## src/hw/panel_pkg.sv

```systemverilog
// ~~~~~~~~~~~~~~~~~~~~~~~~~~~~~~~~~~~~~~~~~~~~~~~~~~
// shared types and constants of the sensor panel
// referenced by scoped names from the RTL modules
// ~~~~~~~~~~~~~~~~~~~~~~~~~~~~~~~~~~~~~~~~~~~~~~~~~~
`default_nettype none

package panel_pkg;

	// one register read request
	typedef struct packed {
		logic [7:0] reg_addr;
	} i2c_req_t;

	// read result, nack set when the device did not acknowledge
	typedef struct packed {
		logic [7:0] data;
		logic       nack;
	} i2c_rsp_t;

	typedef enum logic [3:0] {
		ST_IDLE,
		ST_START,
		ST_ADDR_WR,
		ST_REG,
		ST_RESTART,
		ST_ADDR_RD,
		ST_DATA_RD,
		ST_MNACK,
		ST_STOP
	} i2c_state_e;

	typedef enum logic [1:0] {
		OWN_NONE,
		OWN_POLL,
		OWN_UART
	} bus_owner_e;

	// segment patterns, active low, dp off
	localparam logic [7:0] SEG_BLANK = 8'hff;
	localparam logic [9:0][7:0] SEG_DIGIT = {
		8'h90, 8'h80, 8'hf8, 8'h82, 8'h92,
		8'h99, 8'hb0, 8'ha4, 8'hf9, 8'hc0
	};

	// byte sent back to the host on a nack
	localparam logic [7:0] NACK_REPLY = 8'hff;

endpackage

`default_nettype wire

```

## src/hw/i2c_arbiter.sv

```systemverilog
// ~~~~~~~~~~~~~~~~~~~~~~~~~~~~~~~~~~~~~~~~~~~~~~~~~~
// shares the I2C master between poller and UART link
// poller wins ties, owner holds until master done
// ~~~~~~~~~~~~~~~~~~~~~~~~~~~~~~~~~~~~~~~~~~~~~~~~~~
`timescale 1ns/1ps
`default_nettype none

module i2c_arbiter (
	input  logic                sys_clk,
	input  logic                sys_rst_n,
	input  logic                poll_req,
	input  panel_pkg::i2c_req_t poll_cmd,
	output logic                poll_done,
	input  logic                uart_req,
	input  panel_pkg::i2c_req_t uart_cmd,
	output logic                uart_done,
	input  panel_pkg::i2c_rsp_t rsp_in,
	output panel_pkg::i2c_rsp_t rsp,
	output logic                mst_start,
	output panel_pkg::i2c_req_t mst_cmd,
	input  logic                mst_done
);

	panel_pkg::bus_owner_e owner;

	// done goes to the owner only
	assign poll_done = mst_done && (owner == panel_pkg::OWN_POLL);
	assign uart_done = mst_done && (owner == panel_pkg::OWN_UART);
	assign rsp       = rsp_in;

	always_ff @(posedge sys_clk or negedge sys_rst_n) begin
		if (!sys_rst_n) begin
			owner     <= panel_pkg::OWN_NONE;
			mst_start <= 1'b0;
			mst_cmd   <= '0;
		end else begin
			mst_start <= 1'b0;
			if (owner == panel_pkg::OWN_NONE) begin
				if (poll_req) begin
					owner     <= panel_pkg::OWN_POLL;
					mst_cmd   <= poll_cmd;
					mst_start <= 1'b1;
				end else if (uart_req) begin
					owner     <= panel_pkg::OWN_UART;
					mst_cmd   <= uart_cmd;
					mst_start <= 1'b1;
				end
			end else if (mst_done) begin
				owner <= panel_pkg::OWN_NONE;
			end
		end
	end

endmodule

`default_nettype wire

```

## config.mk

```make
export PLATFORM = sky130hd
export DESIGN_NAME = i2c_arbiter
export DESIGN_NICKNAME = d
export VERILOG_FILES = /design/src/hw/panel_pkg.sv /design/src/hw/i2c_arbiter.sv
export SDC_FILE = /design/constraint.sdc
export NUM_CORES = 1
export LEC_CHECK = 0
export ABC_CLOCK_PERIOD_IN_PS = 1400
export BUFFER_PORTS_ARGS = -buffer_cell sky130_fd_sc_hd__buf_2
export CELL_PAD_IN_SITES_DETAIL_PLACEMENT = 1
export CELL_PAD_IN_SITES_GLOBAL_PLACEMENT = 1
export CORE_MARGIN = 2
export CORE_UTILIZATION = 24
export DETAILED_ROUTE_END_ITERATION = 12
export HOLD_SLACK_MARGIN = 0.15
export PLACE_DENSITY_LB_ADDON = 0.1
export SLEW_MARGIN = 10
export SYNTH_ARGS = -nofsm -noshare
export SYNTH_HDL_FRONTEND = slang
export SYNTH_SLANG_ARGS = --single-unit
export TNS_END_PERCENT = 100
```

## constraint.sdc

```tcl
create_clock -name sys_clk -period 1.4 [get_ports sys_clk]
set_clock_uncertainty 0.2 [all_clocks]
set_input_delay 0.21 -clock sys_clk [delete_from_list [all_inputs] [get_ports sys_clk]]
set_output_delay 0.21 -clock sys_clk [all_outputs]
set_load 0.03 [all_outputs]
```

==> out/results.tsv <==
metric	value	unit
Via Count	558	
Syn Nets	76	
Initial Util	24.7	%
Die Y	54.1	um
Leak Pwr	0.506	nW
final WL	1790	um
vias per std cell	4.26	
status	finished, violations left	
clk sinks	11	
Die Area	2920	um^2
WHS	187	ps
TritonRoute pass-1 iters	1	
share of cells above drive strength 1	63.4	%
#FFs+latches synth	11	
Max-Cap Viols	0	
CORE AREA	2430	um^2
WS Path Type	register to output port	
I/O pin cnt	50	
Clk Latency, worst-skew pair	270	ps
Power Density	1200	nW/um^2
CP top delay family	flip-flops	
Warnings, synthesis	0	
final hold vios	0	
Clock Path Buffers	2	
FF-to-FF setup slack	-110	ps
CP Launch Type	register	
IO buf count	31	
gr ovfl total	0	
commonest non-fill, non-tap cells in the layout	29 x buf_2, 21 x dlygate4sd3_1, 13 x mux2_2	
Final Util	43.6	%
area leader, netlist	dfrtp_1	
clock-pin slew on the worst setup and hold paths	70	ps
H-tree Lvls	1	
fin worst setup slack	-166	ps
initial antenna violation count	0	
area delta synth->final	76.3	%
RSZ-0062 raised after global routing	yes	
largest net degree at the start of global routing	12	
largest cells by area after synthesis	dfrtp_1 46%, mux2_2 30%, buf_4 11%	
CTS buffer count	3	
Tot GR Track Use	13.0	%
Synth cell types	13	
data arrival time of the critical path	1160	ps
first-pass GRT wire length	2670	um
Slew @ Worst Pin	266	ps
Antenna Nets Post-Route	0	
share of the synthesized area in the top cell type	45.7	%
Layout Nets	132	
maximum vdd drop	720	uV
wire per inst	13.7	um
max incr delay on CP	410	ps
CP required	990	ps
Slew Limit Fails	0	
Slowest-stage cell, CP	dfrtp_2	
DRT iter0 DRCs	0	
relative slew slack	82.3	%
commonest non-fill, non-tap cell in the layout	buf_2	
CTS Root Cell	clkbuf_4	
Final period util	112	%
Antenna diodes	0	
TritonCTS clock tree	built	
Avg Inst Size Synth	13.1	um^2
final setup violation count	10	
sequential fraction of the synthesis area	45.7	%
worst-path maximum fanout	3	
Tmin final	1570	ps
Hold Crit Class	input pin to register	
crit-path cells	buf_6 -> nor3b_2 -> buf_4	
drc violations	0	
failing checks	setup timing	
chip width	54.1	um
number of buffers and inverters on the critical path	2	
mapped cell area	602	um^2
Gate Count Post-Synth	46	
row count	18	
Worst Setup End Kind	output port	
hpwl dp	1190	um
total negative slack	-917	ps
routability cong.	0.629	
fmax	0.638	GHz
vias in the first global route	582	
==> tightest hold or removal path: cells and delay by family <==
family          cells  cell delay (ps)
compound gates      1               60
simple gates        1              110
buf+inv             2              240
==> final timing paths <==
kind	start	endpoint	depth (start not counted)
setup / recovery	owner[0]	uart_done	3
hold / removal	poll_req	owner[1]	4
setup reg to reg	owner[0]	mst_cmd[5]	4
max in group asynchronous	sys_rst_n	owner[0]	3
hold reg to reg	mst_cmd[3]	mst_cmd[3]	1
min in group asynchronous	sys_rst_n	mst_cmd[4]	3
==> power breakdown <==
part / internal (mW) / switching [mW]
sequential: 0.408 / 0.0481
clock: 0.110 / 0.113
combinational: 0.290 / 0.308
==> Yosys cell counts <==
| library cell | instances |
|---|---|
| o21ai_0 | 1 |
| dfrtp_1 | 11 |
| nor3_4 | 1 |
| nand2_1 | 1 |
| or4b_1 | 1 |
| nor2_1 | 1 |
| inv_1 | 1 |
| buf_6 | 1 |
| mux2i_1 | 1 |
| buf_4 | 9 |
| and3_2 | 1 |
| mux2_2 | 16 |
| nor3b_1 | 1 |
==> layout make-up <==
class,instances,area (um^2)
clock buffer,4,26.3
fill,276,1370
inverter,1,3.75
multi-input combinational,24,264
sequential,11,277
tap,30,37.5
timing repair buffer,61,453
==> logic make-up (layout without fill, tap and decap cells) <==
kind of cell / Yosys count / after routing / synth area share, %
AO/OA/AOI/OAI: 1 / 1 / 0.831
AND/OR/NAND/NOR: 6 / 6 / 8.11
flip-flops: 11 / 11 / 45.7
multiplexers: 17 / 17 / 31.6
buffers and inverters: 11 / 66 / 13.7
==> metrics by stage <==
stage               setup slack [ps]  area, um^2  power (mW)  instances
floorplan                      -44.3         608       0.827         46
global placement               -13.1         759       0.951        102
detailed placement             -48.5         759       0.953        102
CTS                             -145        1030        1.27        128
global route                    -242        1060        1.36        131
finish                          -166        1060        1.28        131
==> registers in the layout (all words and copies together), names as in the netlist <==
| signal | cells |
|---|---|
| owner | 2 |
| mst_start | 1 |
| mst_cmd | 8 |
==> repair_timing <==
action                                  4_1_cts  5_1_grt
buffers inserted                              2        2
pin swaps                                     1        0
endpoints found under the setup margin       10       11
resized for setup                             9        3
hold endpoints to repair                     21        1
gates cloned                                  0        0
hold buffers                                 20        1
==> routing by layer <==
layer | track usage (%) | routed length (um) | up-vias
li1 | - | - | 263
met1 | 14.8 | 650 | 262
met2 | 22.4 | 917 | 33
met3 | 6.94 | 222 | 0
met4 | 1.25 | 0 | 0
met5 | 0 | 0 | -
Note: power is estimated with default switching activity, not from simulation.
