## src/hw/panel_pkg.sv

```systemverilog
// ~~~~~~~~~~~~~~~~~~~~~~~~~~~~~~~~~~~~~~~~~~~~~~~~~~
// shared types and constants of the sensor panel
// referenced by scoped names from the RTL modules
// ~~~~~~~~~~~~~~~~~~~~~~~~~~~~~~~~~~~~~~~~~~~~~~~~~~
`default_nettype none

package panel_pkg;

	// one register read request
	typedef struct packed {
		logic [7:0] reg_addr;
	} i2c_req_t;

	// read result, nack set when the device did not acknowledge
	typedef struct packed {
		logic [7:0] data;
		logic       nack;
	} i2c_rsp_t;

	typedef enum logic [3:0] {
		ST_IDLE,
		ST_START,
		ST_ADDR_WR,
		ST_REG,
		ST_RESTART,
		ST_ADDR_RD,
		ST_DATA_RD,
		ST_MNACK,
		ST_STOP
	} i2c_state_e;

	typedef enum logic [1:0] {
		OWN_NONE,
		OWN_POLL,
		OWN_UART
	} bus_owner_e;

	// segment patterns, active low, dp off
	localparam logic [7:0] SEG_BLANK = 8'hff;
	localparam logic [9:0][7:0] SEG_DIGIT = {
		8'h90, 8'h80, 8'hf8, 8'h82, 8'h92,
		8'h99, 8'hb0, 8'ha4, 8'hf9, 8'hc0
	};

	// byte sent back to the host on a nack
	localparam logic [7:0] NACK_REPLY = 8'hff;

endpackage

`default_nettype wire

```

## src/hw/uart_link.sv

```systemverilog
// ~~~~~~~~~~~~~~~~~~~~~~~~~~~~~~~~~~~~~~~~~~~~~~~~~~
// 8N1 host link: each received byte is a register
// address, the byte read back is sent as the reply
// ~~~~~~~~~~~~~~~~~~~~~~~~~~~~~~~~~~~~~~~~~~~~~~~~~~
`timescale 1ns/1ps
`default_nettype none

module uart_link #(
	parameter int CLK_HZ    = 50_000_000,
	parameter int BAUD_RATE = 115_200
) (
	input  logic                sys_clk,
	input  logic                sys_rst_n,
	input  logic                uart_rx,
	output logic                uart_tx,
	output logic                req,
	output panel_pkg::i2c_req_t cmd,
	input  logic                done,
	input  panel_pkg::i2c_rsp_t rsp
);

	localparam int BIT_CYCLES  = CLK_HZ / BAUD_RATE;
	localparam int HALF_CYCLES = BIT_CYCLES / 2;
	localparam int CNT_W       = $clog2(BIT_CYCLES + 1);

	typedef enum logic [1:0] {
		S_IDLE,
		S_START,
		S_DATA,
		S_STOP
	} ser_state_e;

	logic [1:0]       rx_sync;
	logic             rx_s;
	ser_state_e       rx_state;
	logic [CNT_W-1:0] rx_cnt;
	logic [2:0]       rx_bit;
	logic [7:0]       rx_byte;
	logic             rx_valid;
	ser_state_e       tx_state;
	logic [CNT_W-1:0] tx_cnt;
	logic [2:0]       tx_bit;
	logic [7:0]       tx_byte;
	logic             busy;

	assign rx_s = rx_sync[1];
	// a read or reply in progress blocks new bytes
	assign busy = req || (tx_state != S_IDLE);

	always_ff @(posedge sys_clk or negedge sys_rst_n) begin
		if (!sys_rst_n) begin
			rx_sync  <= 2'b11;
			rx_state <= S_IDLE;
			rx_cnt   <= '0;
			rx_bit   <= '0;
			rx_byte  <= '0;
			rx_valid <= 1'b0;
		end else begin
			rx_sync  <= {rx_sync[0], uart_rx};
			rx_valid <= 1'b0;
			case (rx_state)
				S_IDLE: begin
					rx_cnt <= '0;
					if (!rx_s) begin
						rx_state <= S_START;
					end
				end
				S_START: begin
					// recheck at mid start bit, glitches go back to idle
					if (rx_cnt == CNT_W'(HALF_CYCLES - 1)) begin
						rx_cnt   <= '0;
						rx_bit   <= '0;
						rx_state <= rx_s ? S_IDLE : S_DATA;
					end else begin
						rx_cnt <= rx_cnt + 1'b1;
					end
				end
				S_DATA: begin
					if (rx_cnt == CNT_W'(BIT_CYCLES - 1)) begin
						rx_cnt  <= '0;
						rx_byte <= {rx_s, rx_byte[7:1]};
						rx_bit  <= rx_bit + 3'd1;
						if (rx_bit == 3'd7) begin
							rx_state <= S_STOP;
						end
					end else begin
						rx_cnt <= rx_cnt + 1'b1;
					end
				end
				S_STOP: begin
					if (rx_cnt == CNT_W'(BIT_CYCLES - 1)) begin
						// bad stop bit drops the byte
						rx_valid <= rx_s;
						rx_state <= S_IDLE;
					end else begin
						rx_cnt <= rx_cnt + 1'b1;
					end
				end
				default: rx_state <= S_IDLE;
			endcase
		end
	end

	always_ff @(posedge sys_clk or negedge sys_rst_n) begin
		if (!sys_rst_n) begin
			req      <= 1'b0;
			cmd      <= '0;
			tx_state <= S_IDLE;
			tx_cnt   <= '0;
			tx_bit   <= '0;
			tx_byte  <= '0;
			uart_tx  <= 1'b1;
		end else begin
			if (rx_valid && !busy) begin
				req          <= 1'b1;
				cmd.reg_addr <= rx_byte;
			end
			case (tx_state)
				S_IDLE: uart_tx <= 1'b1;
				S_START: begin
					uart_tx <= 1'b0;
					if (tx_cnt == CNT_W'(BIT_CYCLES - 1)) begin
						tx_cnt   <= '0;
						tx_bit   <= '0;
						tx_state <= S_DATA;
					end else begin
						tx_cnt <= tx_cnt + 1'b1;
					end
				end
				S_DATA: begin
					uart_tx <= tx_byte[tx_bit];
					if (tx_cnt == CNT_W'(BIT_CYCLES - 1)) begin
						tx_cnt <= '0;
						tx_bit <= tx_bit + 3'd1;
						if (tx_bit == 3'd7) begin
							tx_state <= S_STOP;
						end
					end else begin
						tx_cnt <= tx_cnt + 1'b1;
					end
				end
				S_STOP: begin
					uart_tx <= 1'b1;
					if (tx_cnt == CNT_W'(BIT_CYCLES - 1)) begin
						tx_cnt   <= '0;
						tx_state <= S_IDLE;
					end else begin
						tx_cnt <= tx_cnt + 1'b1;
					end
				end
				default: tx_state <= S_IDLE;
			endcase
			// read finished, start the reply
			if (done) begin
				req      <= 1'b0;
				tx_byte  <= rsp.nack ? panel_pkg::NACK_REPLY : rsp.data;
				tx_cnt   <= '0;
				tx_state <= S_START;
			end
		end
	end

endmodule

`default_nettype wire

```

## config.mk

```make
export PLATFORM = sky130hd
export DESIGN_NAME = uart_link
export DESIGN_NICKNAME = d
export VERILOG_FILES = /design/src/hw/panel_pkg.sv /design/src/hw/uart_link.sv
export SDC_FILE = /design/constraint.sdc
export NUM_CORES = 1
export LEC_CHECK = 0
export BUFFER_PORTS_ARGS = -buffer_cell sky130_fd_sc_hd__buf_2
export CAP_MARGIN = 20
export CORE_ASPECT_RATIO = 2
export CORE_MARGIN = 2
export CORE_UTILIZATION = 42
export DETAILED_ROUTE_END_ITERATION = 10
export GPL_ROUTABILITY_DRIVEN = 0
export RECOVER_POWER = 100
export SYNTH_ARGS = -nofsm -noshare
export SYNTH_HDL_FRONTEND = slang
export SYNTH_SLANG_ARGS = --single-unit
export TNS_END_PERCENT = 5
```

## constraint.sdc

```tcl
create_clock -name sys_clk -period 4.03 [get_ports sys_clk]
set_input_delay 0.2015 -clock sys_clk [delete_from_list [all_inputs] [get_ports sys_clk]]
set_output_delay 0.2015 -clock sys_clk [all_outputs]
set_load 0.02 [all_outputs]
```

==> results.toml <==
[final_layout]
fin_cells = 352
area_delta_synth_final_pct = 15.6
drive_gt1_share_pct = 19.5
nets = 287
diodes = 0

[clock_network]
h-tree-depth = 3
clk_latency_ps = 330
postCtsSetupRepairBufs = 0
clockRootBuffer = "clkbuf_16"
ctsLongestPathBuffers = 2
path_clk_slew_ps = 50
cts_sinks = 57
numCtsBuffers = 9
cts_tree = "done"

[sta]
rsz0062_at_grt = "false"
max_freq_mhz = 463
final.setup.tns_ps = 0
finalSetupViolCount = 0
worstMarginPinSlew_ps = 891
skew_ps = 5.04
min_period_ps = 2160
drv_slew = 0
relSlewSlack_pct = 40.6
fin_crit_sh_pct = 53.6
final_hold_viol_count = 0

[worst_setup_path]
critPathSlowestCell = "and4_1"
critical_path.endpoint_type = "flip-flop"
cp_cell_sequence = "inv_1 -> ha_1 -> nor4bb_1 -> and4_1 -> nor2_1 -> mux2_2"
critPathArrivalTime_ps = 2370
timing.rr.start = "rx_cnt[1]"
cp.required_ps = 4240
critPathMaxStageDelay_ps = 580
path_class = "reg2reg"
crit_path_start = "rx_cnt[1]"
startpoint_type = "flip-flop"
crit_path_max_fanout = 12

[run_status]
status = "complete, no violations"

[power]
power.share.clock_pct = 47.9
switching_share_pct = 24.8
power_switching_mw = 0.388
sequentialPowerShare_pct = 40.5
internal_power_mw = 1.18
power.density_mw_per_mm2 = 491
p_leak_nw = 1.43
ir_drop_mv = 0.294
combPwrFrac_pct = 11.6

[placement]
dpl.hpwl_mm = 3.53
dpl.cell_count = 335
io_buffers = 22

[grt]
grt_max_degree = 58
antenna_found_initial = 0
overflow = 0
track_usage_pct = 16.7
grt_pass1_vias = 1972
grt_pass1_wl_mm = 8.94

[detailed_routing]
vias = 1849
dr.pass1.iters = 4
via_per_inst = 5.25
wl_per_cell_um = 14.2
drt_iter0_markers = 46
ant_nets = 0
drc = 0
wl_mm = 5.00

[synth]
ys.flop_type = "dfrtp_1"
synth_edf_count = 0
ys_warn_count = 0
synth_top_cell_by_area = "dfrtp_1"
netlist_area_mm2 = 0.00276
ys_ff_latch = 57
synth_cells = 233
yosys.area.top_type_share_pct = 49.0
syn_nets = 259
synthArstFlopShare_pct = 100
synthDistinctLibCells = 49
netlist_top_cells_area = "dfrtp_1 (49%), mux2_2 (6.9%), ha_1 (5.9%), nor2_1 (3.8%), xnor2_1 (3.2%)"
yosysSeqAreaShare_pct = 51.9
syn_area_per_cell_um2 = 11.8

[floorplan]
ios = 23
die_h_um = 119
core_mm2 = 0.00631
rows = 41
start_util_pct = 43.7
fp.dieW_um = 61.3
dieArea_mm2 = 0.00727

[flow_run]
timing.max_cap.violations = 0

[min_path]
hp-class = "in2async"
## cells by family (layout without fill, tap and decap cells)
| group | Yosys count | in the layout | share of synthesized area [%] |
|---|---|---|---|
| compound gates | 35 | 35 | 9.80 |
| xor+xnor | 13 | 13 | 4.13 |
| fa+ha+maj | 13 | 13 | 5.90 |
| buf+inv | 14 | 47 | 2.18 |
| flops | 57 | 57 | 51.9 |
| mux | 23 | 23 | 9.76 |
| simple gates | 78 | 78 | 16.3 |
## area by class of cell
type | instances | area (um^2)
Clock buffer | 11 | 243
Clock inverter | 5 | 55.1
Fill cell | 615 | 3120
Inverter | 7 | 26.3
Multi-Input combinational cell | 162 | 1210
Sequential cell | 57 | 1430
Tap cell | 86 | 108
Timing Repair Buffer | 24 | 114
## registers in the layout, summed over array words and instances (netlist names), named ones only
name      cells
tx_bit        3
uart_tx       1
rx_state      1
rx_sync       2
req           1
rx_bit        3
rx_byte       8
tx_state      2
tx_cnt        9
tx_byte       8
rx_cnt        9
rx_valid      1
cmd           8
## layer usage
metal	vias to the layer above	global-route usage (%)	routed length, um
li1	892	-	-
met1	916	18.2	1950
met2	27	26.9	2720
met3	14	5.69	157
met4	0	9.10	168
met5	-	0	0
## what timing repair did
item                      CTS  global route
hold buffers                1             0
gates resized for setup     0             0
hold endpoints to repair    1             0
## through the flow
| step | power, mW | hold WS (ps) | instance area (um^2) | worst slack (ps) | utilization (%) |
|---|---|---|---|---|---|
| after floorplan | 0.786 | -94.1 | 2760 | 2280 | - |
| after global placement | 0.839 | 310 | 2950 | 2230 | 46.7 |
| after detailed placement | 0.840 | 308 | 2950 | 2190 | 46.7 |
| after CTS | 1.60 | 39.1 | 3260 | 2180 | 51.6 |
| after global routing | 1.64 | 77.0 | 3190 | 1700 | 50.5 |
| final | 1.56 | 6.46 | 3190 | 1870 | 50.5 |
## path summary, 6_finish.rpt
path / cells past startpoint / slack (ps) / to
worst max-delay path: 6 / 1870 / rx_bit[0]
worst min-delay path: 2 / 6 / tx_byte[0]
worst max register to register: 6 / 1870 / rx_bit[0]
worst min register to register: 0 / 360 / rx_sync[1]
max in group asynchronous: 2 / 3540 / rx_bit[2]
min in group sys_clk: 2 / 100 / tx_byte[0]
## power by group through the flow
stage | Clock, mW | Sequential [mW] | Combinational, mW
global placement | 0 | 0.643 | 0.196
floorplan | 0 | 0.644 | 0.143
finish | 0.750 | 0.633 | 0.182
CTS | 0.769 | 0.634 | 0.200
detailed placement | 0 | 0.644 | 0.196
global route | 0.796 | 0.638 | 0.205
## cell usage after synthesis (3+ instances only)
cell      number
inv_1          7
dfrtp_1       54
a21oi_1        8
nor2b_1        3
nand3b_1       3
o22a_1         8
mux2i_1        4
mux2_2        17
nand2b_1       3
nand3_1        8
nand2_1        8
nor3_1         7
xor2_1         3
xnor2_1       10
nor2_1        28
nand4_1        3
dfstp_2        3
clkbuf_1       5
ha_1          13
o21ai_0        3
## critical path: cells and delay by family (launching register included)
family                   cells  cell delay (ps)
adder cells (fa/ha/maj)      1              150
buffers and inverters        1              100
flip-flops                   1              400
multiplexers                 1              280
AND/OR/NAND/NOR              3             1100
## placed cells by master (no fill, tap or decap), types with 2 or more instances in the layout
| master | netlist | routed |
|---|---|---|
| a221oi_1 | 1 | 2 |
| o22a_1 | 8 | 8 |
| nand2_1 | 8 | 8 |
| ha_1 | 13 | 13 |
| clkinv_2 | 0 | 2 |
| a32o_1 | 2 | 2 |
| and4_1 | 1 | 2 |
| o211ai_1 | 2 | 2 |
| o21ai_0 | 3 | 4 |
| nand2b_1 | 3 | 3 |
| mux2_2 | 17 | 17 |
| buf_2 | 0 | 11 |
| nor2b_1 | 3 | 3 |
| clkbuf_1 | 5 | 12 |
| inv_1 | 7 | 7 |
| xnor2_1 | 10 | 10 |
| nor3_1 | 7 | 7 |
| and2_1 | 2 | 2 |
| o22ai_1 | 2 | 2 |
| clkinvlp_4 | 0 | 2 |
| dfstp_2 | 3 | 3 |
| xor2_1 | 3 | 3 |
| dfrtp_1 | 54 | 54 |
| nor4_1 | 2 | 2 |
| nand4_1 | 3 | 4 |
| nand3_1 | 8 | 8 |
| nand3b_1 | 3 | 3 |
| a21oi_1 | 8 | 8 |
| mux2i_1 | 4 | 4 |
| nor2_1 | 28 | 28 |
| clkbuf_16 | 0 | 9 |
Power figures use the tool's default switching activity.
