--- src/hw/panel_pkg.sv ---
// ~~~~~~~~~~~~~~~~~~~~~~~~~~~~~~~~~~~~~~~~~~~~~~~~~~
// shared types and constants of the sensor panel
// referenced by scoped names from the RTL modules
// ~~~~~~~~~~~~~~~~~~~~~~~~~~~~~~~~~~~~~~~~~~~~~~~~~~
`default_nettype none

package panel_pkg;

	// one register read request
	typedef struct packed {
		logic [7:0] reg_addr;
	} i2c_req_t;

	// read result, nack set when the device did not acknowledge
	typedef struct packed {
		logic [7:0] data;
		logic       nack;
	} i2c_rsp_t;

	typedef enum logic [3:0] {
		ST_IDLE,
		ST_START,
		ST_ADDR_WR,
		ST_REG,
		ST_RESTART,
		ST_ADDR_RD,
		ST_DATA_RD,
		ST_MNACK,
		ST_STOP
	} i2c_state_e;

	typedef enum logic [1:0] {
		OWN_NONE,
		OWN_POLL,
		OWN_UART
	} bus_owner_e;

	// segment patterns, active low, dp off
	localparam logic [7:0] SEG_BLANK = 8'hff;
	localparam logic [9:0][7:0] SEG_DIGIT = {
		8'h90, 8'h80, 8'hf8, 8'h82, 8'h92,
		8'h99, 8'hb0, 8'ha4, 8'hf9, 8'hc0
	};

	// byte sent back to the host on a nack
	localparam logic [7:0] NACK_REPLY = 8'hff;

endpackage

`default_nettype wire

--- src/hw/adc_poller.sv ---
// ~~~~~~~~~~~~~~~~~~~~~~~~~~~~~~~~~~~~~~~~~~~~~~~~~~
// periodic read of ADC register 0
// keeps the last acknowledged value for the display
// ~~~~~~~~~~~~~~~~~~~~~~~~~~~~~~~~~~~~~~~~~~~~~~~~~~
`timescale 1ns/1ps
`default_nettype none

module adc_poller #(
	parameter int POLL_CYCLES = 5_000_000
) (
	input  logic                sys_clk,
	input  logic                sys_rst_n,
	output logic                req,
	output panel_pkg::i2c_req_t cmd,
	input  logic                done,
	input  panel_pkg::i2c_rsp_t rsp,
	output logic [7:0]          reading
);

	localparam int CNT_W = (POLL_CYCLES > 1) ? $clog2(POLL_CYCLES) : 1;

	logic [CNT_W-1:0] timer;

	assign cmd = '{reg_addr: 8'h00};

	always_ff @(posedge sys_clk or negedge sys_rst_n) begin
		if (!sys_rst_n) begin
			timer   <= CNT_W'(POLL_CYCLES - 1);
			req     <= 1'b0;
			reading <= '0;
		end else if (done) begin
			req   <= 1'b0;
			timer <= CNT_W'(POLL_CYCLES - 1);
			// a nack keeps the old reading
			if (!rsp.nack) begin
				reading <= rsp.data;
			end
		end else if (!req) begin
			if (timer == '0) begin
				req <= 1'b1;
			end else begin
				timer <= timer - 1'b1;
			end
		end
	end

endmodule

`default_nettype wire

--- config.mk ---
export PLATFORM = sky130hd
export DESIGN_NAME = adc_poller
export DESIGN_NICKNAME = d
export VERILOG_FILES = /design/src/hw/panel_pkg.sv /design/src/hw/adc_poller.sv
export SDC_FILE = /design/constraint.sdc
export NUM_CORES = 1
export LEC_CHECK = 0
export BUFFER_PORTS_ARGS = -buffer_cell sky130_fd_sc_hd__buf_2
export CORE_UTILIZATION = 50
export CTS_CLUSTER_DIAMETER = 150
export CTS_CLUSTER_SIZE = 10
export DETAILED_ROUTE_END_ITERATION = 12
export GPL_ROUTABILITY_DRIVEN = 1
export HOLD_SLACK_MARGIN = 0.08
export PLACE_DENSITY = 0.72
export SYNTH_ARGS = -nofsm -noshare
export SYNTH_HDL_FRONTEND = slang
export SYNTH_SLANG_ARGS = --single-unit
--- constraint.sdc ---
create_clock -name sys_clk -period 2 [get_ports sys_clk]
set_input_delay 0.4 -clock sys_clk [delete_from_list [all_inputs] [get_ports sys_clk]]
set_output_delay 0.4 -clock sys_clk [all_outputs]
set_load 0.03 [all_outputs]
==> summary.txt, run 1 <==
Clock tree
  • TritonCTS clock tree: yes
  • H-tree Lvls: 2
  • CTS root buf: clkbuf_4
  • CTS sink cnt: 32
  • Clock latency on the worst-skew pair: 340 ps
  • Post-CTS Hold Buffers: 0
  • Clock buffer depth: 2
  • Reg clk slew, reported paths: 110 ps
  • Total CTS buffers: 5

Logic synthesis
  • Post-synthesis sequential area ratio: 46.6%
  • Async S/R FF share, synth: 100%
  • Netlist Area Pre-Place: 0.00175 mm^2
  • Post-synth EDFFs: 0
  • Mapped Cells: 168
  • Post-synthesis register bit count: 32
  • Distinct cells, synth: 48
  • Synth Flop Type: dfrtp_1
  • Syn Area/Cell: 10.4 um^2
  • Synthesis Warnings: 0

Floorplan
  • Die H: 61.2 um
  • Core Box Area: 0.00334 mm^2
  • Rows: 21
  • Io pins: 29
  • DIE AREA: 0.00374 mm^2
  • Horiz. Die Dim: 61.2 um
  • Starting Density: 52.5%

Worst setup path
  • Crit-path max FO: 8
  • CP Class: reg2reg
  • Crit end category: flip-flop
  • Worst EP required: 2280 ps
  • CP Data Arrival Time: 2270 ps
  • Reg2reg setup slack: 2 ps
  • Crit path launch type: flip-flop

Timing
  • Total Neg Setup Slack: 0 ps
  • RSZ-0062 raised after global routing: true
  • Slew Viols, Final: 0
  • Worst slew pin tran: 692 ps
  • Final Hold Slack: 87.0 ps
  • Fin crit share: 99.9%
  • Setup violations, final: 0
  • Slew margin rel.: 53.9%
  • Achievable Freq: 0.500 GHz
  • Final hold vios: 0
  • Tmin final: 2000 ps
  • Clock skew: 15.5 ps

Routing
  • Post-DRT Antenna Nets: 0
  • WL/cell: 15.3 um
  • Via density per instance: 5.70
  • Drt pass-1 iters: 4
  • DRT Wirelength: 4.05 mm
  • Vias: 1510
  • DR iter-0 viols: 52
  • Residual DRC: 0

Global route
  • First-pass GRT wire length: 6.47 mm
  • Vias in the first global route: 1454
  • Largest net degree at the start of global routing: 33
  • Initial antenna violation count: 0
  • Overflow after GRT: 0
  • Aggregate global-route resource usage: 23.7%

Final layout
  • Ant. Diodes: 0
  • Most frequent cells in the layout: buf_4, buf_2, nor2_1, dfrtp_1, dfstp_2
  • P&R area growth vs syn: 28.2%
  • Nets: 231
  • Finished Core Util: 67.3%
  • Fin cells: 265
  • Fraction of layout instances using a drive strength above 1: 53.0%
  • Most common cell after layout, fill and taps aside: buf_4

Power
  • Maximum VDD drop: 0.000551 V
  • Internal: 0.000951 W
  • Sequential power share: 52.8%
  • Comb power frac: 14.8%
  • Total power: 0.00132 W
  • Net load switching power: 0.000370 W
  • Clock network power share: 32.5%
  • Cell Pwr Density: 588 mW/mm^2
  • Sw Share: 28.0%
  • P_leak: 0.960 nW

Run status
  • Status: completed

Hold path
  • Hold Path Class: in2async

Job
  • Max-Cap Viols: 0

Place
  • Placed cells: 254
  • Final Wtd Congestion: 0.863
  • Final HPWL DP: 2.81 mm
  • Port Buf Inserts: 20
-- area by class of cell --
class	instances	area, um^2
fill	265	1090
tap	46	57.6
inverter	4	15.0
timing repair buffer	48	310
sequential	32	817
clock buffer	8	68.8
multi-input combinational	127	977
-- state kept, by name, summed over array words and instances (netlist names) --
name,flops
req,1
reading,8
timer,23
-- power groups by stage --
stage / clock, W / combinational [W] / sequential (W)
6_report: 0.000429 / 0.000195 / 0.000697
5_1_grt: 0.000466 / 0.000210 / 0.000700
4_1_cts: 0.000437 / 0.000191 / 0.000697
3_5_place_dp: 0 / 0.000191 / 0.000707
3_3_place_gp: 0 / 0.000187 / 0.000706
2_1_floorplan: 0 / 0.0000843 / 0.000757
-- synth_stat cells (2+ instances only) --
library cell | n | share of area, %
a21oi_1 | 8 | 2.3
a21oi_2 | 2 | 1.0
a31o_1 | 2 | 1.0
a31oi_1 | 2 | 0.71
and3_1 | 3 | 1.1
buf_4 | 8 | 3.4
clkbuf_1 | 2 | 0.43
dfrtp_1 | 19 | 27
dfstp_2 | 13 | 20
inv_1 | 4 | 0.86
mux2_2 | 10 | 6.4
nand2_1 | 7 | 1.5
nand3_1 | 2 | 0.57
nand4_1 | 3 | 1.1
nor2_1 | 20 | 4.3
nor2b_1 | 3 | 1.1
nor3_1 | 8 | 2.3
nor4_1 | 5 | 1.8
nor4_4 | 2 | 2.4
o21ai_0 | 2 | 0.57
o21ai_1 | 4 | 1.1
or3_1 | 2 | 0.71
or3_2 | 5 | 2.1
or4_1 | 3 | 1.3
xnor2_1 | 6 | 3.0
-- path summary, 6_finish.rpt --
check                           startpoint    endpoint  depth (start not counted)
max in group asynchronous        sys_rst_n   timer[13]                          1
worst min register to register  reading[4]  reading[4]                          1
worst min-delay path             sys_rst_n   timer[10]                          1
worst max register to register    timer[9]    timer[7]                          5
min in group sys_clk                rsp[4]  reading[3]                          2
worst max-delay path              timer[9]    timer[7]                          5
-- logic make-up after synthesis --
logic type               Yosys count  synth area share (%)
AO/OA/AOI/OAI                     27                  10.2
XOR/XNOR                           6                  3.00
adder cells (fa/ha/maj)            1                 0.714
buffers and inverters             16                  6.07
flip-flops                        32                  46.6
multiplexers                      12                  7.86
other                              1                 0.214
AND/OR/NAND/NOR                   73                  25.3
-- critical path, stage by stage, from the launching register on --
cell	delay, ps
dfstp_2	610
or3_1	200
nor4_4	80
a21o_4	250
or4_2	630
a21oi_2	160
-- layer usage --
metal  wire [um]  vias to the layer above  global-route usage, %
met2        2000                       51                   40.4
met1        1760                      748                   28.2
met5           0                        -                      0
li1            -                      701                      -
met4          77                        0                   8.77
met3         205                       10                   7.14
-- what timing repair did --
item | 4_1_cts | 5_1_grt
resized for setup | 3 | 26
pin swaps | 4 | 15
buffers inserted | 2 | 2
setup endpoints to repair | 7 | 17
gates cloned | 0 | 0
hold endpoints to repair | 0 | 0
-- per-stage QoR --
step	area (um^2)	setup slack, ps
finish	2250	1.84
CTS	2130	-35.0
detailed placement	2040	-65.2
floorplan	1780	1.73
global placement	2040	-35.4
global route	2250	-66.8
(Power assumes the default switching activity.)
==> run 2: changes to the inputs <==
- CORE_ASPECT_RATIO: unset -> 1.2
==> summary.txt, run 2 (synthesis results as in run 1) <==
Worst setup path
  • CP Class: reg2reg
  • Crit path from: timer[5]
  • CP Data Arrival Time: 2150 ps
  • Crit end category: flip-flop
  • Crit-path max FO: 5
  • Crit path launch type: flip-flop
  • Worst EP required: 2170 ps
  • FF-to-FF Start: timer[5]

Timing
  • Final WS setup: 20.3 ps
  • Worst slew pin tran: 698 ps
  • Setup violations, final: 0
  • RSZ-0062 raised after global routing: true
  • Slew Viols, Final: 0
  • Clock skew: 8.32 ps
  • Fin crit share: 99.0%
  • Tmin final: 1980 ps
  • Achievable Freq: 0.505 GHz
  • Final hold vios: 0
  • Slew margin rel.: 53.5%

Routing
  • DRT Wirelength: 3.96 mm
  • Drt pass-1 iters: 4
  • Residual DRC: 0
  • WL/cell: 15.3 um
  • Vias: 1485
  • Via density per instance: 5.76
  • DR iter-0 viols: 34
  • Post-DRT Antenna Nets: 0

Final layout
  • Most common cell after layout, fill and taps aside: buf_4
  • Nets: 233
  • Ant. Diodes: 0
  • P&R area growth vs syn: 27.3%
  • Fraction of layout instances using a drive strength above 1: 49.8%
  • Largest regs: timer x23, reading x8, req x1
  • Most frequent cells in the layout: buf_4, buf_2, nor2_1, dfrtp_1, dfstp_2
  • Post-route cell area: 0.00223 mm^2
  • Max reg flops: 23
  • Fin cells: 258
  • Reg with most FFs: timer

Place
  • Pre-CTS setup slack: -25.0 ps
  • Final HPWL DP: 2.86 mm
  • Placed Area: 0.00202 mm^2
  • Final Wtd Congestion: 0.903
  • Port Buf Inserts: 20
  • Placed cells: 245

Clock tree
  • Total CTS buffers: 5
  • H-tree Lvls: 2
  • Post-CTS Hold Buffers: 0
  • Reg clk slew, reported paths: 70 ps
  • Clock buffer depth: 2
  • CTS sink cnt: 32
  • CTS root buf: clkbuf_8
  • TritonCTS clock tree: yes
  • Clock latency on the worst-skew pair: 280 ps

Floorplan
  • Starting Density: 52.5%
  • Die H: 66.8 um
  • DIE AREA: 0.00375 mm^2
  • Horiz. Die Dim: 56.0 um
  • Core Box Area: 0.00334 mm^2
  • Io pins: 29
  • Rows: 23

Power
  • Cell Pwr Density: 609 mW/mm^2
  • Maximum VDD drop: 0.000832 V
  • P_leak: 0.976 nW
  • Total power: 0.00136 W

Global route
  • Largest net degree at the start of global routing: 33
  • Vias in the first global route: 1546
  • Aggregate global-route resource usage: 23.1%
  • Overflow after GRT: 0
  • Initial antenna violation count: 0
  • First-pass GRT wire length: 6.69 mm

Run status
  • Status: completed

Hold path
  • Hold Path Class: in2async

Job
  • Max-Cap Viols: 0
run 2: cell types whose count changed in the layout (fill, tap and decap cells not counted), sizes merged:
cell    previous run  this run
clkbuf             8         7
buf               48        50
clkinv             0         1
run 2: where the power goes:
part / internal [W] / switching, W
Clock: 0.000244 / 0.000224
Combinational: 0.0000618 / 0.000129
Sequential: 0.000682 / 0.0000164
run 2: worst max-delay path, cell delays in order (launching register included):
cell and delay [ps]:
dfstp_2 370, or4_4 560, buf_6 140, nor4_4 200, a21oi_2 150, nand4_1 160
mux2_4 310
run 2: cell type report:
cell class                 count  area [um^2]
inverter                       4         15.0
tap                           37         46.3
sequential                    32          817
timing repair buffer          50          329
clock buffer                   7         76.3
fill                         267         1110
clock inverter                 1         5.00
multi-input combinational    127          941
run 2: timing repair:
action / in CTS / in global routing
setup endpoints to repair: 6 / 17
resized for setup: 7 / 14
setup buffers: 4 / 2
pin swaps: 4 / 7
endpoints found under the hold margin: 0 / 0
run 2: worst paths after layout:
kind                              end  slack [ps]  cells past startpoint
min in group sys_clk       reading[3]         350                      2
min                         timer[12]         160                      1
max reg2reg                 timer[21]          20                      6
max in group asynchronous   timer[13]        1380                      1
min reg2reg                reading[3]         500                      1
max                         timer[21]          20                      6
run 2: per-stage QoR:
stage	util [%]	hold WS, ps	setup TNS, ps
global route	66.8	242	-285
detailed placement	60.6	492	-91.0
finish	66.8	162	0
CTS	64.7	195	-2.83
floorplan	-	104	0
global placement	60.6	481	-25.0
run 2: routing by layer:
layer / routed length [um] / share of wire, % / GRT usage [%] / vias to the layer above
met4: 61 / 1.5 / 9.45 / 0
li1: - / - / - / 703
met2: 2100 / 53 / 41.1 / 44
met1: 1630 / 41 / 27.3 / 732
met3: 160 / 4.0 / 4.66 / 6
met5: 0 / 0 / 0 / -
==> run 3: changes to the inputs <==
- ABC_AREA: unset -> 1
- CORE_UTILIZATION: 50 -> 55
- PLACE_DENSITY: 0.72 -> 0.74
- clock period: 2 -> 2.05 ns (I/O delays scaled with it)
==> summary.txt, run 3 <==
Place
  • Port Buf Inserts: 20
  • Final Wtd Congestion: 0.846
  • Final HPWL DP: 2.97 mm
  • Placed cells: 321

Clock tree
  • Total CTS buffers: 5
  • CTS root buf: clkbuf_8
  • Reg clk slew, reported paths: 70 ps
  • Clock latency on the worst-skew pair: 290 ps
  • Clock buffer depth: 2
  • CTS sink cnt: 32
  • Post-CTS Hold Buffers: 0
  • CTS resizes: 0
  • TritonCTS clock tree: yes
  • H-tree Lvls: 2
  • Post-CTS Setup Repair Bufs: 0

Worst setup path
  • CP Class: reg2reg
  • Crit-path max FO: 23
  • Largest stage delay on the critical path: 370 ps
  • CP Data Arrival Time: 1950 ps
  • Crit end category: flip-flop
  • Critical path's slowest cell: dfstp_2
  • Worst path bufs/invs: 2
  • Crit path launch type: flip-flop
  • Reg2reg setup slack: 300 ps
  • Worst EP required: 2250 ps
  • Crit-path cells: inv_1 > ha_1 > nand2_2 > nor2_4 > nand3_2 > o21ai_4 > buf_12 > nand2_1 > o21ai_0
  • Family with the most delay on the worst path: simple AND/OR/NAND/NOR gates

Logic synthesis
  • Compound-cell area share of the yosys netlist: 5.38%
  • Largest family of logic cells by synthesized area: simple AND/OR/NAND/NOR gates
  • Netlist Area Pre-Place: 0.00198 mm^2
  • Async S/R FF share, synth: 100%
  • XOR/XNOR Fraction of Synth Area: 0.887%
  • Distinct cells, synth: 29
  • Synth Flop Type: dfrtp_1
  • Post-synthesis sequential area ratio: 41.4%
  • Simple-gate share of the synthesized area: 36.7%
  • Synth area leaders: dfrtp_1, dfstp_2, nand2_1
  • Synth top area share: 24.1%
  • Post-synthesis mux area share: 4.56%
  • Leading area contributor after synthesis: dfrtp_1
  • Post-synth EDFFs: 0
  • Top-count cell post-synth: nand2_1
  • Synthesis Warnings: 0
  • Syn Area/Cell: 7.34 um^2
  • Post-synthesis register bit count: 32
  • Synth top cells by count: nand2_1, nand3_1, nor2_1
  • Mapped Cells: 269
  • Synth Area in Adders: 0.633%

Routing
  • WL/cell: 12.2 um
  • Post-DRT Antenna Nets: 0
  • DR iter-0 viols: 64
  • Via density per instance: 5.14
  • Residual DRC: 5
  • DRT Wirelength: 4.00 mm
  • Drt pass-1 iters: 8
  • Vias: 1690

Timing
  • Total Neg Setup Slack: 0 ps
  • RSZ-0062 raised after global routing: false
  • Final hold vios: 0
  • Worst slew pin tran: 673 ps
  • Slew margin rel.: 55.1%
  • Slew Viols, Final: 0
  • Tmin final: 1750 ps
  • Setup violations, final: 0
  • Clock skew: 5.48 ps
  • Fin crit share: 85.4%
  • Achievable Freq: 0.571 GHz
  • Final Hold Slack: 156 ps

Final layout
  • Max reg flops: 23
  • Fraction of layout instances using a drive strength above 1: 19.9%
  • Finished Core Util: 64.1%
  • Reg with most FFs: timer
  • Most common cell after layout, fill and taps aside: nand2_1
  • Nets: 304
  • P&R area growth vs syn: 10.2%
  • Most frequent cells in the layout: nand2_1, nor2_1, nand3_1
  • Fin cells: 329
  • Largest regs: timer x23, reading x8, req x1
  • Ant. Diodes: 0

Floorplan
  • Rows: 23
  • DIE AREA: 0.00384 mm^2
  • Starting Density: 58.2%
  • Horiz. Die Dim: 56.7 um
  • Die H: 67.7 um
  • Core Box Area: 0.00340 mm^2
  • Io pins: 29

Global route
  • Vias in the first global route: 1554
  • Aggregate global-route resource usage: 23.6%
  • First-pass GRT wire length: 6.84 mm
  • Largest net degree at the start of global routing: 33
  • Initial antenna violation count: 0
  • Overflow after GRT: 0

Power
  • Maximum VDD drop: 0.000477 V
  • Total power: 0.00144 W
  • Cell Pwr Density: 660 mW/mm^2
  • P_leak: 1.08 nW

Job
  • Max-Cap Viols: 0

Hold path
  • Hold Path Class: in2async

Run status
  • Status: finished with violations
  • Failing checks: design-rule violations
==> run 3: metal layers <==
layer,GRT usage [%],up-vias,routed length (um)
met2,43.2,38,2030
met4,7.50,0,55
li1,-,882,-
met3,4.98,5,178
met5,0,-,0
met1,27.8,765,1740
==> run 3: cells by family (layout without fill, tap and decap cells) <==
group                    after synthesis  after routing
AO/OA/AOI/OAI                         19             19
multiplexers                           8              8
AND/OR/NAND/NOR                      166            166
flip-flops                            32             32
adder cells (fa/ha/maj)                1              1
XOR/XNOR                               2              2
other                                  1              8
buffers and inverters                 40             56
==> run 3: final timing paths <==
| path | start | cells after the start | endpoint |
|---|---|---|---|
| hold reg to reg | timer[22] | 2 | timer[22] |
| min in group sys_clk | rsp[6] | 2 | reading[5] |
| setup reg to reg | timer[0] | 9 | timer[10] |
| setup / recovery | timer[0] | 9 | timer[10] |
| max in group asynchronous | sys_rst_n | 1 | reading[7] |
| hold / removal | sys_rst_n | 1 | timer[7] |
==> run 3: worst register-to-register path: cells and delay by family (launching register included) <==
kind                     cells  cell delay (ps)
buffers and inverters        2              280
AO/OA/AOI/OAI                2              240
AND/OR/NAND/NOR              4              470
flip-flops                   1              370
adder cells (fa/ha/maj)      1              300
==> run 3: through the flow <==
step | instance area (um^2) | setup slack [ps]
3_3_place_gp | 2070 | 355
6_report | 2180 | 299
2_1_floorplan | 2000 | 425
5_1_grt | 2180 | 135
4_1_cts | 2180 | 298
3_5_place_dp | 2070 | 308
==> run 3: power by group <==
part	leakage [nW]	internal [W]	switching, W
Clock	0.0552	0.000360	0.000231
Sequential	0.384	0.000665	0.0000143
Combinational	0.642	0.0000484	0.000118
Total	1.08	0.00107	0.000364
==> run 3: area by class of cell <==
| type | count | area, um^2 |
|---|---|---|
| inverters | 26 | 97.6 |
| clock buffers | 6 | 72.6 |
| fillers | 308 | 1220 |
| multi-input cells | 204 | 981 |
| repair buffers | 22 | 128 |
| clock inverters | 2 | 35.0 |
| flip-flops and latches | 32 | 817 |
| well taps | 37 | 46.3 |
